$ cat src/fp_noncomp_pkg.sv
// Only FP32 and FP16 exist here; status flags other than NV are always zero for these ops
`default_nettype none

package fp_noncomp_pkg;

  // ----------------------------------------
  // Widths
  // ----------------------------------------
  localparam int unsigned FLEN      = 32;       // Operand and result word
  localparam int unsigned HLEN      = FLEN / 2; // One FP16 lane
  localparam int unsigned NUM_LANES = 2;
  localparam int unsigned TAG_BITS  = 8;

  // ----------------------------------------
  // Encodings
  // ----------------------------------------
  typedef enum logic [0:0] {
    FP32 = 1'b0,
    FP16 = 1'b1
  } fp_format_e;

  typedef enum logic [2:0] {
    SGNJ  = 3'd0,
    SGNJN = 3'd1,
    SGNJX = 3'd2,
    MIN   = 3'd3,
    MAX   = 3'd4
  } operation_e;

  typedef struct packed {
    logic NV; // Invalid operation
    logic DZ;
    logic OF;
    logic UF;
    logic NX;
  } status_t;

  // Travels with lane 0 so the packer knows how to assemble the word
  typedef struct packed {
    fp_format_e dst_fmt;
    logic       is_vector;
  } aux_t;

  typedef struct packed {
    logic [HLEN-1:0] result;
    status_t         status;
  } lane_res_t;

  typedef struct packed {
    logic [FLEN-1:0]     result; // FP16 results sit in the low half
    status_t             status;
    aux_t                aux;
    logic [TAG_BITS-1:0] tag;
  } lane0_res_t;

  localparam logic [FLEN-1:0] CANON_NAN32 = 32'h7fc0_0000;
  localparam logic [HLEN-1:0] CANON_NAN16 = 16'h7e00;

  function automatic int unsigned fp_width(fp_format_e fmt);
    return (fmt == FP16) ? HLEN : FLEN;
  endfunction

endpackage

`default_nettype wire
$ cat src/fp_lane_req_if.sv
// Op and fmt are raw bits in the package's operation_e and fp_format_e encodings
`default_nettype none

interface fp_lane_req_if #(
  parameter int unsigned Width = 32
);

  logic [Width-1:0] operand_a;
  logic [Width-1:0] operand_b;
  logic [2:0]       op;  // operation_e
  logic             fmt; // fp_format_e

  modport distributor (
    output operand_a,
    output operand_b,
    output op,
    output fmt
  );

  modport lane (
    input operand_a,
    input operand_b,
    input op,
    input fmt
  );

endinterface

`default_nettype wire

$ cat src/fp_noncomp_slice.sv
// Sign injection and MIN/MAX only; lane pipes share one handshake and stay in lockstep
`default_nettype none

module fp_noncomp_slice #(
  parameter int unsigned NumPipeRegs   = 2,
  parameter bit          EnableVectors = 1'b1
) (
  input  logic                                clk_i,
  input  logic                                arst_n_i,
  input  logic [fp_noncomp_pkg::FLEN-1:0]     operands_a_i,
  input  logic [fp_noncomp_pkg::FLEN-1:0]     operands_b_i,
  input  fp_noncomp_pkg::operation_e          op_i,
  input  fp_noncomp_pkg::fp_format_e          fmt_i,
  input  logic                                vectorial_op_i,
  input  logic [fp_noncomp_pkg::TAG_BITS-1:0] tag_i,
  input  logic                                in_valid_i,
  output logic                                in_ready_o,
  output logic [fp_noncomp_pkg::FLEN-1:0]     result_o,
  output fp_noncomp_pkg::status_t             status_o,
  output logic [fp_noncomp_pkg::TAG_BITS-1:0] tag_o,
  output logic                                out_valid_o,
  input  logic                                out_ready_i,
  output logic                                busy_o
);

  localparam int unsigned FLEN = fp_noncomp_pkg::FLEN;
  localparam int unsigned HLEN = fp_noncomp_pkg::HLEN;

  fp_noncomp_pkg::aux_t       aux;
  logic [FLEN-1:0]            lane0_result;
  fp_noncomp_pkg::status_t    lane0_status;
  logic [HLEN-1:0]            lane1_result;
  fp_noncomp_pkg::status_t    lane1_status;
  fp_noncomp_pkg::lane0_res_t lane0_d;
  fp_noncomp_pkg::lane0_res_t lane0_q;
  fp_noncomp_pkg::lane_res_t  lane1_d;
  fp_noncomp_pkg::lane_res_t  lane1_q;
  logic                       lane0_valid;

  fp_lane_req_if #(.Width(FLEN)) lane0_req ();
  fp_lane_req_if #(.Width(HLEN)) lane1_req ();

  // ----------------------------------------
  // Input side
  // ----------------------------------------
  fp_lane_distribute #(
    .EnableVectors (EnableVectors)
  ) i_distribute (
    .operands_a_i   (operands_a_i),
    .operands_b_i   (operands_b_i),
    .op_i           (op_i),
    .fmt_i          (fmt_i),
    .vectorial_op_i (vectorial_op_i),
    .lane0_req_o    (lane0_req),
    .lane1_req_o    (lane1_req),
    .aux_o          (aux)
  );

  fp_lane_noncomp #(
    .LaneWidth (FLEN)
  ) i_lane0 (
    .req_i    (lane0_req),
    .result_o (lane0_result),
    .status_o (lane0_status)
  );

  if (EnableVectors) begin : g_lane1
    fp_lane_noncomp #(
      .LaneWidth (HLEN)
    ) i_lane1 (
      .req_i    (lane1_req),
      .result_o (lane1_result),
      .status_o (lane1_status)
    );
  end else begin : g_lane1_off
    assign lane1_result = '0;
    assign lane1_status = '0;
  end

  // Aux data and tag ride along with lane 0
  assign lane0_d = '{result: lane0_result, status: lane0_status, aux: aux, tag: tag_i};
  assign lane1_d = '{result: lane1_result, status: lane1_status};

  // ----------------------------------------
  // Lane pipelines
  // ----------------------------------------
  fp_lane_pipe #(
    .NumPipeRegs (NumPipeRegs),
    .payload_t   (fp_noncomp_pkg::lane0_res_t)
  ) i_pipe0 (
    .clk_i       (clk_i),
    .arst_n_i    (arst_n_i),
    .data_i      (lane0_d),
    .in_valid_i  (in_valid_i),
    .in_ready_o  (in_ready_o),
    .data_o      (lane0_q),
    .out_valid_o (lane0_valid),
    .out_ready_i (out_ready_i),
    .busy_o      (busy_o)
  );

  fp_lane_pipe #(
    .NumPipeRegs (NumPipeRegs),
    .payload_t   (fp_noncomp_pkg::lane_res_t)
  ) i_pipe1 (
    .clk_i       (clk_i),
    .arst_n_i    (arst_n_i),
    .data_i      (lane1_d),
    .in_valid_i  (in_valid_i),
    .in_ready_o  (),                    // Same as lane 0
    .data_o      (lane1_q),
    .out_valid_o (),
    .out_ready_i (out_ready_i),
    .busy_o      ()
  );

  // ----------------------------------------
  // Output side
  // ----------------------------------------
  fp_result_pack #(
    .EnableVectors (EnableVectors)
  ) i_pack (
    .lane0_i       (lane0_q),
    .lane1_i       (lane1_q),
    .lane0_valid_i (lane0_valid),
    .result_o      (result_o),
    .status_o      (status_o),
    .tag_o         (tag_o),
    .out_valid_o   (out_valid_o)
  );

endmodule

`default_nettype wire

$ cat src/fp_result_pack.sv
// Status is zero while lane 0 is not valid; lane 1 matters only for FP16 vector results
`default_nettype none

module fp_result_pack #(
  parameter bit EnableVectors = 1'b1
) (
  input  fp_noncomp_pkg::lane0_res_t               lane0_i,
  input  fp_noncomp_pkg::lane_res_t                lane1_i,
  input  logic                                     lane0_valid_i,
  output logic [fp_noncomp_pkg::FLEN-1:0]          result_o,
  output fp_noncomp_pkg::status_t                  status_o,
  output logic [fp_noncomp_pkg::TAG_BITS-1:0]      tag_o,
  output logic                                     out_valid_o
);

  localparam int unsigned HLEN = fp_noncomp_pkg::HLEN;

  fp_noncomp_pkg::aux_t    aux;
  logic [HLEN-1:0]         upper_res;
  fp_noncomp_pkg::status_t upper_status;

  assign aux = lane0_i.aux;

  if (EnableVectors) begin : g_upper
    assign upper_res    = lane1_i.result;
    assign upper_status = lane1_i.status;
  end else begin : g_upper_off
    assign upper_res    = '1; // No upper lane, box it
    assign upper_status = '0;
  end

  // ----------------------------------------
  // Word assembly
  // ----------------------------------------
  always_comb begin : pack
    if (aux.dst_fmt == fp_noncomp_pkg::FP32) begin
      result_o = lane0_i.result;
    end else if (aux.is_vector) begin
      result_o = {upper_res, lane0_i.result[HLEN-1:0]};
    end else begin
      result_o = {{HLEN{1'b1}}, lane0_i.result[HLEN-1:0]}; // NaN-box scalar FP16
    end
  end

  always_comb begin : collapse_status
    fp_noncomp_pkg::status_t lane_status;
    lane_status = lane0_i.status;
    if (aux.is_vector) begin
      lane_status = lane_status | upper_status;
    end
    status_o = lane0_valid_i ? lane_status : '0;
  end

  assign tag_o       = lane0_i.tag;
  assign out_valid_o = lane0_valid_i;

endmodule

`default_nettype wire

$ cat src/fp_lane_pipe.sv
// NumPipeRegs of 0 gives a combinational path; payload registers carry no reset
`default_nettype none

module fp_lane_pipe #(
  parameter int unsigned NumPipeRegs = 0,
  parameter type         payload_t   = logic
) (
  input  logic     clk_i,
  input  logic     arst_n_i,
  input  payload_t data_i,
  input  logic     in_valid_i,
  output logic     in_ready_o,
  output payload_t data_o,
  output logic     out_valid_o,
  input  logic     out_ready_i,
  output logic     busy_o
);

  if (NumPipeRegs == 0) begin : g_bypass
    assign data_o      = data_i;
    assign out_valid_o = in_valid_i;
    assign in_ready_o  = out_ready_i;
    assign busy_o      = 1'b0; // Nothing is ever held
  end else begin : g_regs
    logic [NumPipeRegs-1:0] stage_valid;
    logic [NumPipeRegs-1:0] stage_load; // Stage can take its predecessor's item

    for (genvar i = 0; i < NumPipeRegs; i++) begin : g_stage
      payload_t data_q;
      logic     valid_q;
      payload_t src_data;
      logic     src_valid;
      logic     next_ready;

      if (i == 0) begin : g_src_in
        assign src_data  = data_i;
        assign src_valid = in_valid_i;
      end else begin : g_src_prev
        assign src_data  = g_stage[i-1].data_q;
        assign src_valid = stage_valid[i-1];
      end

      if (i == NumPipeRegs - 1) begin : g_last
        assign next_ready = out_ready_i;
      end else begin : g_mid
        assign next_ready = stage_load[i+1];
      end

      // Empty, or the item moves on this edge
      assign stage_load[i]  = ~valid_q | next_ready;
      assign stage_valid[i] = valid_q;

      always_ff @(posedge clk_i or negedge arst_n_i) begin
        if (!arst_n_i) begin
          valid_q <= 1'b0;
        end else if (stage_load[i]) begin
          valid_q <= src_valid;
        end
      end

      always_ff @(posedge clk_i) begin
        if (stage_load[i] && src_valid) begin
          data_q <= src_data;
        end
      end
    end

    assign in_ready_o  = stage_load[0];
    assign data_o      = g_stage[NumPipeRegs-1].data_q;
    assign out_valid_o = stage_valid[NumPipeRegs-1];
    assign busy_o      = |stage_valid;
  end

endmodule

`default_nettype wire

$ cat src/fp_lane_noncomp.sv
// LaneWidth is 32 or 16; a 16-bit lane treats every request as FP16, encodings 5..7 act as SGNJ
`default_nettype none

module fp_lane_noncomp #(
  parameter int unsigned LaneWidth = 32
) (
  fp_lane_req_if.lane                    req_i,
  output logic [LaneWidth-1:0]           result_o,
  output fp_noncomp_pkg::status_t        status_o
);

  typedef struct packed {
    logic        sign;
    logic        nan;
    logic        snan;
    logic [30:0] mag; // Magnitude bits, zero extended for FP16
  } operand_info_t;

  // Splits one operand into sign, magnitude and NaN class for the given format
  function automatic operand_info_t classify(logic [31:0] x, logic is16);
    operand_info_t info;
    if (is16) begin
      info.sign = x[15];
      info.nan  = (x[14:10] == 5'h1f) && (x[9:0] != 10'h0);
      info.snan = info.nan && !x[9]; // Quiet bit clear
      info.mag  = {16'h0, x[14:0]};
    end else begin
      info.sign = x[31];
      info.nan  = (x[30:23] == 8'hff) && (x[22:0] != 23'h0);
      info.snan = info.nan && !x[22];
      info.mag  = x[30:0];
    end
    return info;
  endfunction

  fp_noncomp_pkg::operation_e op;
  logic                       is16;
  logic [31:0]                a;
  logic [31:0]                b;
  logic [31:0]                injected;
  logic [31:0]                canon_nan;
  logic [31:0]                res;
  operand_info_t              info_a;
  operand_info_t              info_b;
  logic                       sgn;
  logic                       a_lt_b;
  logic                       pick_a;

  assign op     = fp_noncomp_pkg::operation_e'(req_i.op);
  assign is16   = (LaneWidth == 16) || (req_i.fmt == fp_noncomp_pkg::FP16);
  assign a      = 32'(req_i.operand_a);
  assign b      = 32'(req_i.operand_b);
  assign info_a = classify(a, is16);
  assign info_b = classify(b, is16);

  assign canon_nan = is16 ? {16'h0, fp_noncomp_pkg::CANON_NAN16}
                          : fp_noncomp_pkg::CANON_NAN32;

  // ----------------------------------------
  // Sign injection
  // ----------------------------------------
  always_comb begin : sign_inject
    case (op)
      fp_noncomp_pkg::SGNJN: sgn = ~info_b.sign;
      fp_noncomp_pkg::SGNJX: sgn = info_a.sign ^ info_b.sign;
      default:               sgn = info_b.sign;
    endcase
  end

  assign injected = is16 ? {16'h0, sgn, a[14:0]} : {sgn, a[30:0]};

  // ----------------------------------------
  // Ordering for MIN/MAX
  // ----------------------------------------
  // Sign decides first so -0 orders below +0
  always_comb begin : order
    if (info_a.sign != info_b.sign) begin
      a_lt_b = info_a.sign;
    end else if (info_a.sign) begin
      a_lt_b = info_a.mag > info_b.mag; // Both negative
    end else begin
      a_lt_b = info_a.mag < info_b.mag;
    end
  end

  assign pick_a = (op == fp_noncomp_pkg::MAX) ? ~a_lt_b : a_lt_b;

  always_comb begin : select_result
    status_o = '0;
    if (op == fp_noncomp_pkg::MIN || op == fp_noncomp_pkg::MAX) begin
      status_o.NV = info_a.snan | info_b.snan;
      if (info_a.nan && info_b.nan) begin
        res = canon_nan;
      end else if (info_a.nan) begin
        res = b; // A NaN loses to any number
      end else if (info_b.nan) begin
        res = a;
      end else begin
        res = pick_a ? a : b;
      end
    end else begin
      res = injected;
    end
  end

  assign result_o = res[LaneWidth-1:0];

endmodule

`default_nettype wire

$ cat src/fp_lane_distribute.sv
// Lane 1 always sees bits 31:16; the vector flag survives only for FP16 with vectors enabled
`default_nettype none

module fp_lane_distribute #(
  parameter bit EnableVectors = 1'b1
) (
  input  logic [fp_noncomp_pkg::FLEN-1:0] operands_a_i,
  input  logic [fp_noncomp_pkg::FLEN-1:0] operands_b_i,
  input  fp_noncomp_pkg::operation_e      op_i,
  input  fp_noncomp_pkg::fp_format_e      fmt_i,
  input  logic                            vectorial_op_i,
  fp_lane_req_if.distributor              lane0_req_o,
  fp_lane_req_if.distributor              lane1_req_o,
  output fp_noncomp_pkg::aux_t            aux_o
);

  localparam int unsigned FLEN = fp_noncomp_pkg::FLEN;
  localparam int unsigned HLEN = fp_noncomp_pkg::HLEN;

  logic            is_fp16;
  logic            vector_op;
  logic [FLEN-1:0] low_mask; // Keeps only the active field for lane 0

  assign is_fp16   = (fmt_i == fp_noncomp_pkg::FP16);
  assign vector_op = vectorial_op_i & EnableVectors & is_fp16; // FP32 never runs as a vector
  assign low_mask  = is_fp16 ? 32'h0000_ffff : 32'hffff_ffff;

  // ----------------------------------------
  // Lane slicing
  // ----------------------------------------
  assign lane0_req_o.operand_a = operands_a_i & low_mask;
  assign lane0_req_o.operand_b = operands_b_i & low_mask;
  assign lane0_req_o.op        = op_i;
  assign lane0_req_o.fmt       = fmt_i;

  assign lane1_req_o.operand_a = operands_a_i[FLEN-1:HLEN];
  assign lane1_req_o.operand_b = operands_b_i[FLEN-1:HLEN];
  assign lane1_req_o.op        = op_i;
  assign lane1_req_o.fmt       = fp_noncomp_pkg::FP16; // Upper lane only exists for FP16

  assign aux_o = '{dst_fmt: fmt_i, is_vector: vector_op};

endmodule

`default_nettype wire

$ cat config.mk
export PLATFORM = sky130hd
export DESIGN_NAME = fp_noncomp_slice
export DESIGN_NICKNAME = d
export VERILOG_FILES = /design/src/fp_noncomp_pkg.sv /design/src/fp_lane_req_if.sv /design/src/fp_noncomp_slice.sv /design/src/fp_result_pack.sv /design/src/fp_lane_pipe.sv /design/src/fp_lane_noncomp.sv /design/src/fp_lane_distribute.sv
export SDC_FILE = /design/constraint.sdc
export NUM_CORES = 1
export LEC_CHECK = 0
export CORE_UTILIZATION = 64
export DETAILED_ROUTE_END_ITERATION = 8
export DONT_BUFFER_PORTS = 1
export PLACE_DENSITY = 0.84
export SETUP_SLACK_MARGIN = 0.15
export SLEW_MARGIN = 5
export SYNTH_ARGS = -nofsm -noshare
export SYNTH_HDL_FRONTEND = slang
export SYNTH_SLANG_ARGS = --single-unit
$ cat constraint.sdc
create_clock -name clk_i -period 2.85 [get_ports clk_i]
set_clock_uncertainty 0.1 [all_clocks]
set_input_delay 0.57 -clock clk_i [delete_from_list [all_inputs] [get_ports clk_i]]
set_output_delay 0.57 -clock clk_i [all_outputs]
set_load 0.05 [all_outputs]
==> flow_metrics.py <==
metrics = {
    "synth": {
        "synth_top_family_by_area": "compound AO/OA/AOI/OAI gates",
        "synth_flop_cell": "edfxtp_1",
        "synth_top_cell_by_area": "edfxtp_1",
        "ys_warn_count": 0,
        "synthMuxAreaShare_pct": 0.145,
        "ys_types": 63,
        "synth_most_common_cell": "edfxtp_1",
        "seq_area_frac_synth_pct": 53.6,
        "synthTopCellsByCount": "120 x edfxtp_1, 60 x nand2_1, 51 x inv_1",
        "synth_compound_area_share_pct": 17.1,
        "synth_fa_ha_area_share_pct": 8.32,
        "async_flop_share_pct": 3.23,
        "synth-edff-count": 120,
        "yosys.area.top_type_share_pct": 52.1,
        "syn_inst": 613,
        "synth-simple-area-share_pct": 13.2,
        "yosys_register_bits": 124,
        "synthXorXnorAreaFrac_pct": 0.253,
        "syn_area_um2": 6920,
        "avgSynthCellArea_um2": 11.3,
        "synth_top_cells_by_area": "edfxtp_1 52%, ha_1 8.3%, nand2_1 3.3%, buf_4 3.0%, inv_1 2.8%",
    },
    "timing": {
        "rsz0062_at_grt": "yes",
        "final.setup.tns_ps": -7110,
        "finalMaxSlewViolations": 0,
        "finalHoldViolations": 0,
        "relSlewSlack_pct": 43.6,
        "holdWs_ps": 51.5,
        "setup_viol": 32,
        "tightest_slew_ps": 845,
        "timing.final.crit_share_pct": 112,
        "fin_ws_ps": -331,
        "fin_crit_ps": 3180,
        "max_freq_mhz": 314,
    },
    "clock_tree": {
        "clkLatencyLatePin_ps": 520,
        "cts_buffers": 17,
        "cts_max_level": 4,
        "cts_root_buffer": "clkbuf_8",
        "path_clk_slew_ps": 60,
        "clock-sinks": 124,
        "tritoncts": "yes",
        "cts_buffer_depth": 2,
    },
    "global_routing": {
        "antenna_found_initial": 0,
        "grt_overflow": 0,
        "grt_pass1_wl_mm": 34.3,
        "grt_pass1_vias": 5788,
        "grt_usage_pct": 41.9,
        "grt_max_degree": 44,
    },
    "pwr": {
        "clkPwrFrac_pct": 35.9,
        "sw_frac_of_total_pct": 29.9,
        "power_density_nw_per_um2": 604,
        "ir_drop_mv": 0.530,
        "seqPwrFrac_pct": 44.2,
        "power.switching_w": 0.00160,
        "p_int_w": 0.00377,
        "comb_power_share_pct": 19.8,
        "power.leakage_nw": 3.54,
    },
    "die": {
        "fp.coreArea_um2": 10400,
        "die_y_um": 106,
        "fp.dieW_um": 106,
        "die_area_um2": 11200,
        "fp-row-count": 37,
        "initial_core_util_pct": 66.4,
        "num_io_pins": 129,
    },
    "drt": {
        "vias": 6111,
        "wl_met1_mm": 8.48,
        "drt_first_iter_violations": 1043,
        "wirelength_mm": 25.0,
        "wl_met3_mm": 3.55,
        "drt_first_pass_iters": 6,
        "wl_per_cell_um": 29.8,
        "antenna_left": 0,
        "vias_per_cell": 7.29,
        "met2_length_mm": 11.3,
        "top_layer": "met4",
        "drc": 0,
    },
    "setup_path": {
        "arrival_ps": 3340,
        "crit_path_end_kind": "register",
        "path_class": "in2reg",
        "path_max_fanout": 23,
        "r2r-start": "i_pipe0.out_valid_o$_DFFE_PN0P_",
        "critPathLaunchType": "primary input",
        "crit_path_start": "fmt_i",
        "required_ps": 3010,
    },
    "final_layout": {
        "num_antenna_cells": 0,
        "area_growth_syn_to_layout_pct": 28.6,
        "multi_input_area_um2": 3320,
        "nets": 816,
        "final.fill_count": 449,
        "drive_gt1_share_pct": 32.9,
        "ff_latch_area_um2": 3700,
    },
    "status": {
        "violations": "negative setup slack",
        "status": "finished, violations left",
    },
    "placement": {
        "gp_congestion": 1.04,
        "portBuffers": 0,
        "dp.final_hpwl_mm": 14.2,
        "place_ws_ps": -835,
    },
    "flow_run": {
        "maxCapViolations": 0,
    },
    "worst_hold_path": {
        "hold_path.class": "in2reg",
        "holdCritStartpoint": "in_valid_i",
    },
}
==> final timing paths <==
check	slack, ps	end	cells past startpoint
worst max-delay path	-330	i_pipe0.g_regs.g_stage[0].data_q[18]$_DFFE_PP_	14
worst min-delay path	50	i_pipe1.g_regs.g_stage[0].valid_q$_DFFE_PN0N_	1
worst max register to register	570	i_pipe0.g_regs.g_stage[0].data_q[2]$_DFFE_PP_	4
worst min register to register	310	i_pipe0.data_o[23]$_DFFE_PP_	0
max in group asynchronous	2180	i_pipe0.g_regs.g_stage[0].valid_q$_DFFE_PN0N_	1
min in group asynchronous	260	i_pipe0.out_valid_o$_DFFE_PN0P_	1
==> placed cells by master, fill, tap and decap left out, types with 11 or more instances in the layout <==
master	count
nand4_1	12
ha_4	14
buf_6	14
edfxtp_1	120
clkbuf_16	16
a22o_1	17
buf_4	79
nor2b_1	11
ha_1	32
nand2_1	48
a21oi_1	19
o21ai_0	20
nor2_1	28
inv_1	42
==> power by group through the flow <==
stage / clock (W) / combinational (W) / sequential, W
after floorplan: 0 / 0.000707 / 0.00227
after global placement: 0 / 0.000754 / 0.00238
after detailed placement: 0 / 0.000789 / 0.00240
after CTS: 0.00184 / 0.000906 / 0.00237
after global routing: 0.00200 / 0.00111 / 0.00239
final: 0.00193 / 0.00107 / 0.00238
==> layer usage <==
metal,vias up,GRT usage [%]
met5,-,0
met2,658,65.8
met1,2815,54.0
met4,0,20.6
li1,2460,-
met3,178,11.3
==> layout make-up <==
| type | count | share of cell area (%) |
|---|---|---|
| well taps | 136 | 1.91 |
| repair inverters | 2 | 0.366 |
| clock inverters | 12 | 0.900 |
| flip-flops and latches | 124 | 41.6 |
| multi-input cells | 389 | 37.4 |
| repair buffers | 102 | 10.2 |
| inverters | 53 | 2.81 |
| clock buffers | 20 | 4.78 |
==> kinds of logic (layout without fill, tap and decap cells) <==
logic type,Yosys count,in the layout
AOI/OAI and AO/OA,157,157
buffers and inverters,103,189
adders and majority gates,46,46
and+or+nand+nor,179,179
muxes,1,1
xor gates and xnor gates,2,2
other,1,4
DFF,124,124
==> state kept, by name (all words and copies together), names as in the netlist <==
register / cells
i_pipe0.g_regs.g_stage.valid_q: 1
i_pipe1.g_regs.g_stage.valid_q: 1
i_pipe0.g_regs.g_stage.data_q: 43
i_pipe1.data_o: 17
i_pipe1.out_valid_o: 1
i_pipe0.out_valid_o: 1
i_pipe0.data_o: 43
i_pipe1.g_regs.g_stage.data_q: 17
==> metrics by stage <==
stage / instance area [um2] / utilization [%] / std cells / total power (W)
after global routing: 8890 / 85.4 / 838 / 0.00550
after global placement: 7590 / 72.8 / 780 / 0.00313
after CTS: 8550 / 82.1 / 828 / 0.00511
after floorplan: 7160 / - / 616 / 0.00297
after detailed placement: 7590 / 72.8 / 780 / 0.00319
final: 8890 / 85.4 / 838 / 0.00537
==> repair_timing <==
item / in CTS / in global routing
gates resized for setup: 56 / 52
endpoints found under the hold margin: 4 / 0
pin swaps: 29 / 28
cloned: 4 / 1
setup endpoints to repair: 50 / 58
hold buffers: 1 / 0
setup buffers: 11 / 9
==> worst max-delay path: stages <==
cell and delay, ps:
clkinv_8 60, buf_8 120, nand2_1 60, ha_1 330, nand4_1 200, or4_4 500, inv_4 80, nand2_4 40
a221oi_4 300, nor2_2 80, o311a_4 420, buf_12 160, buf_12 120, a22o_1 260
No activity file was read; power rests on OpenSTA's default activity.
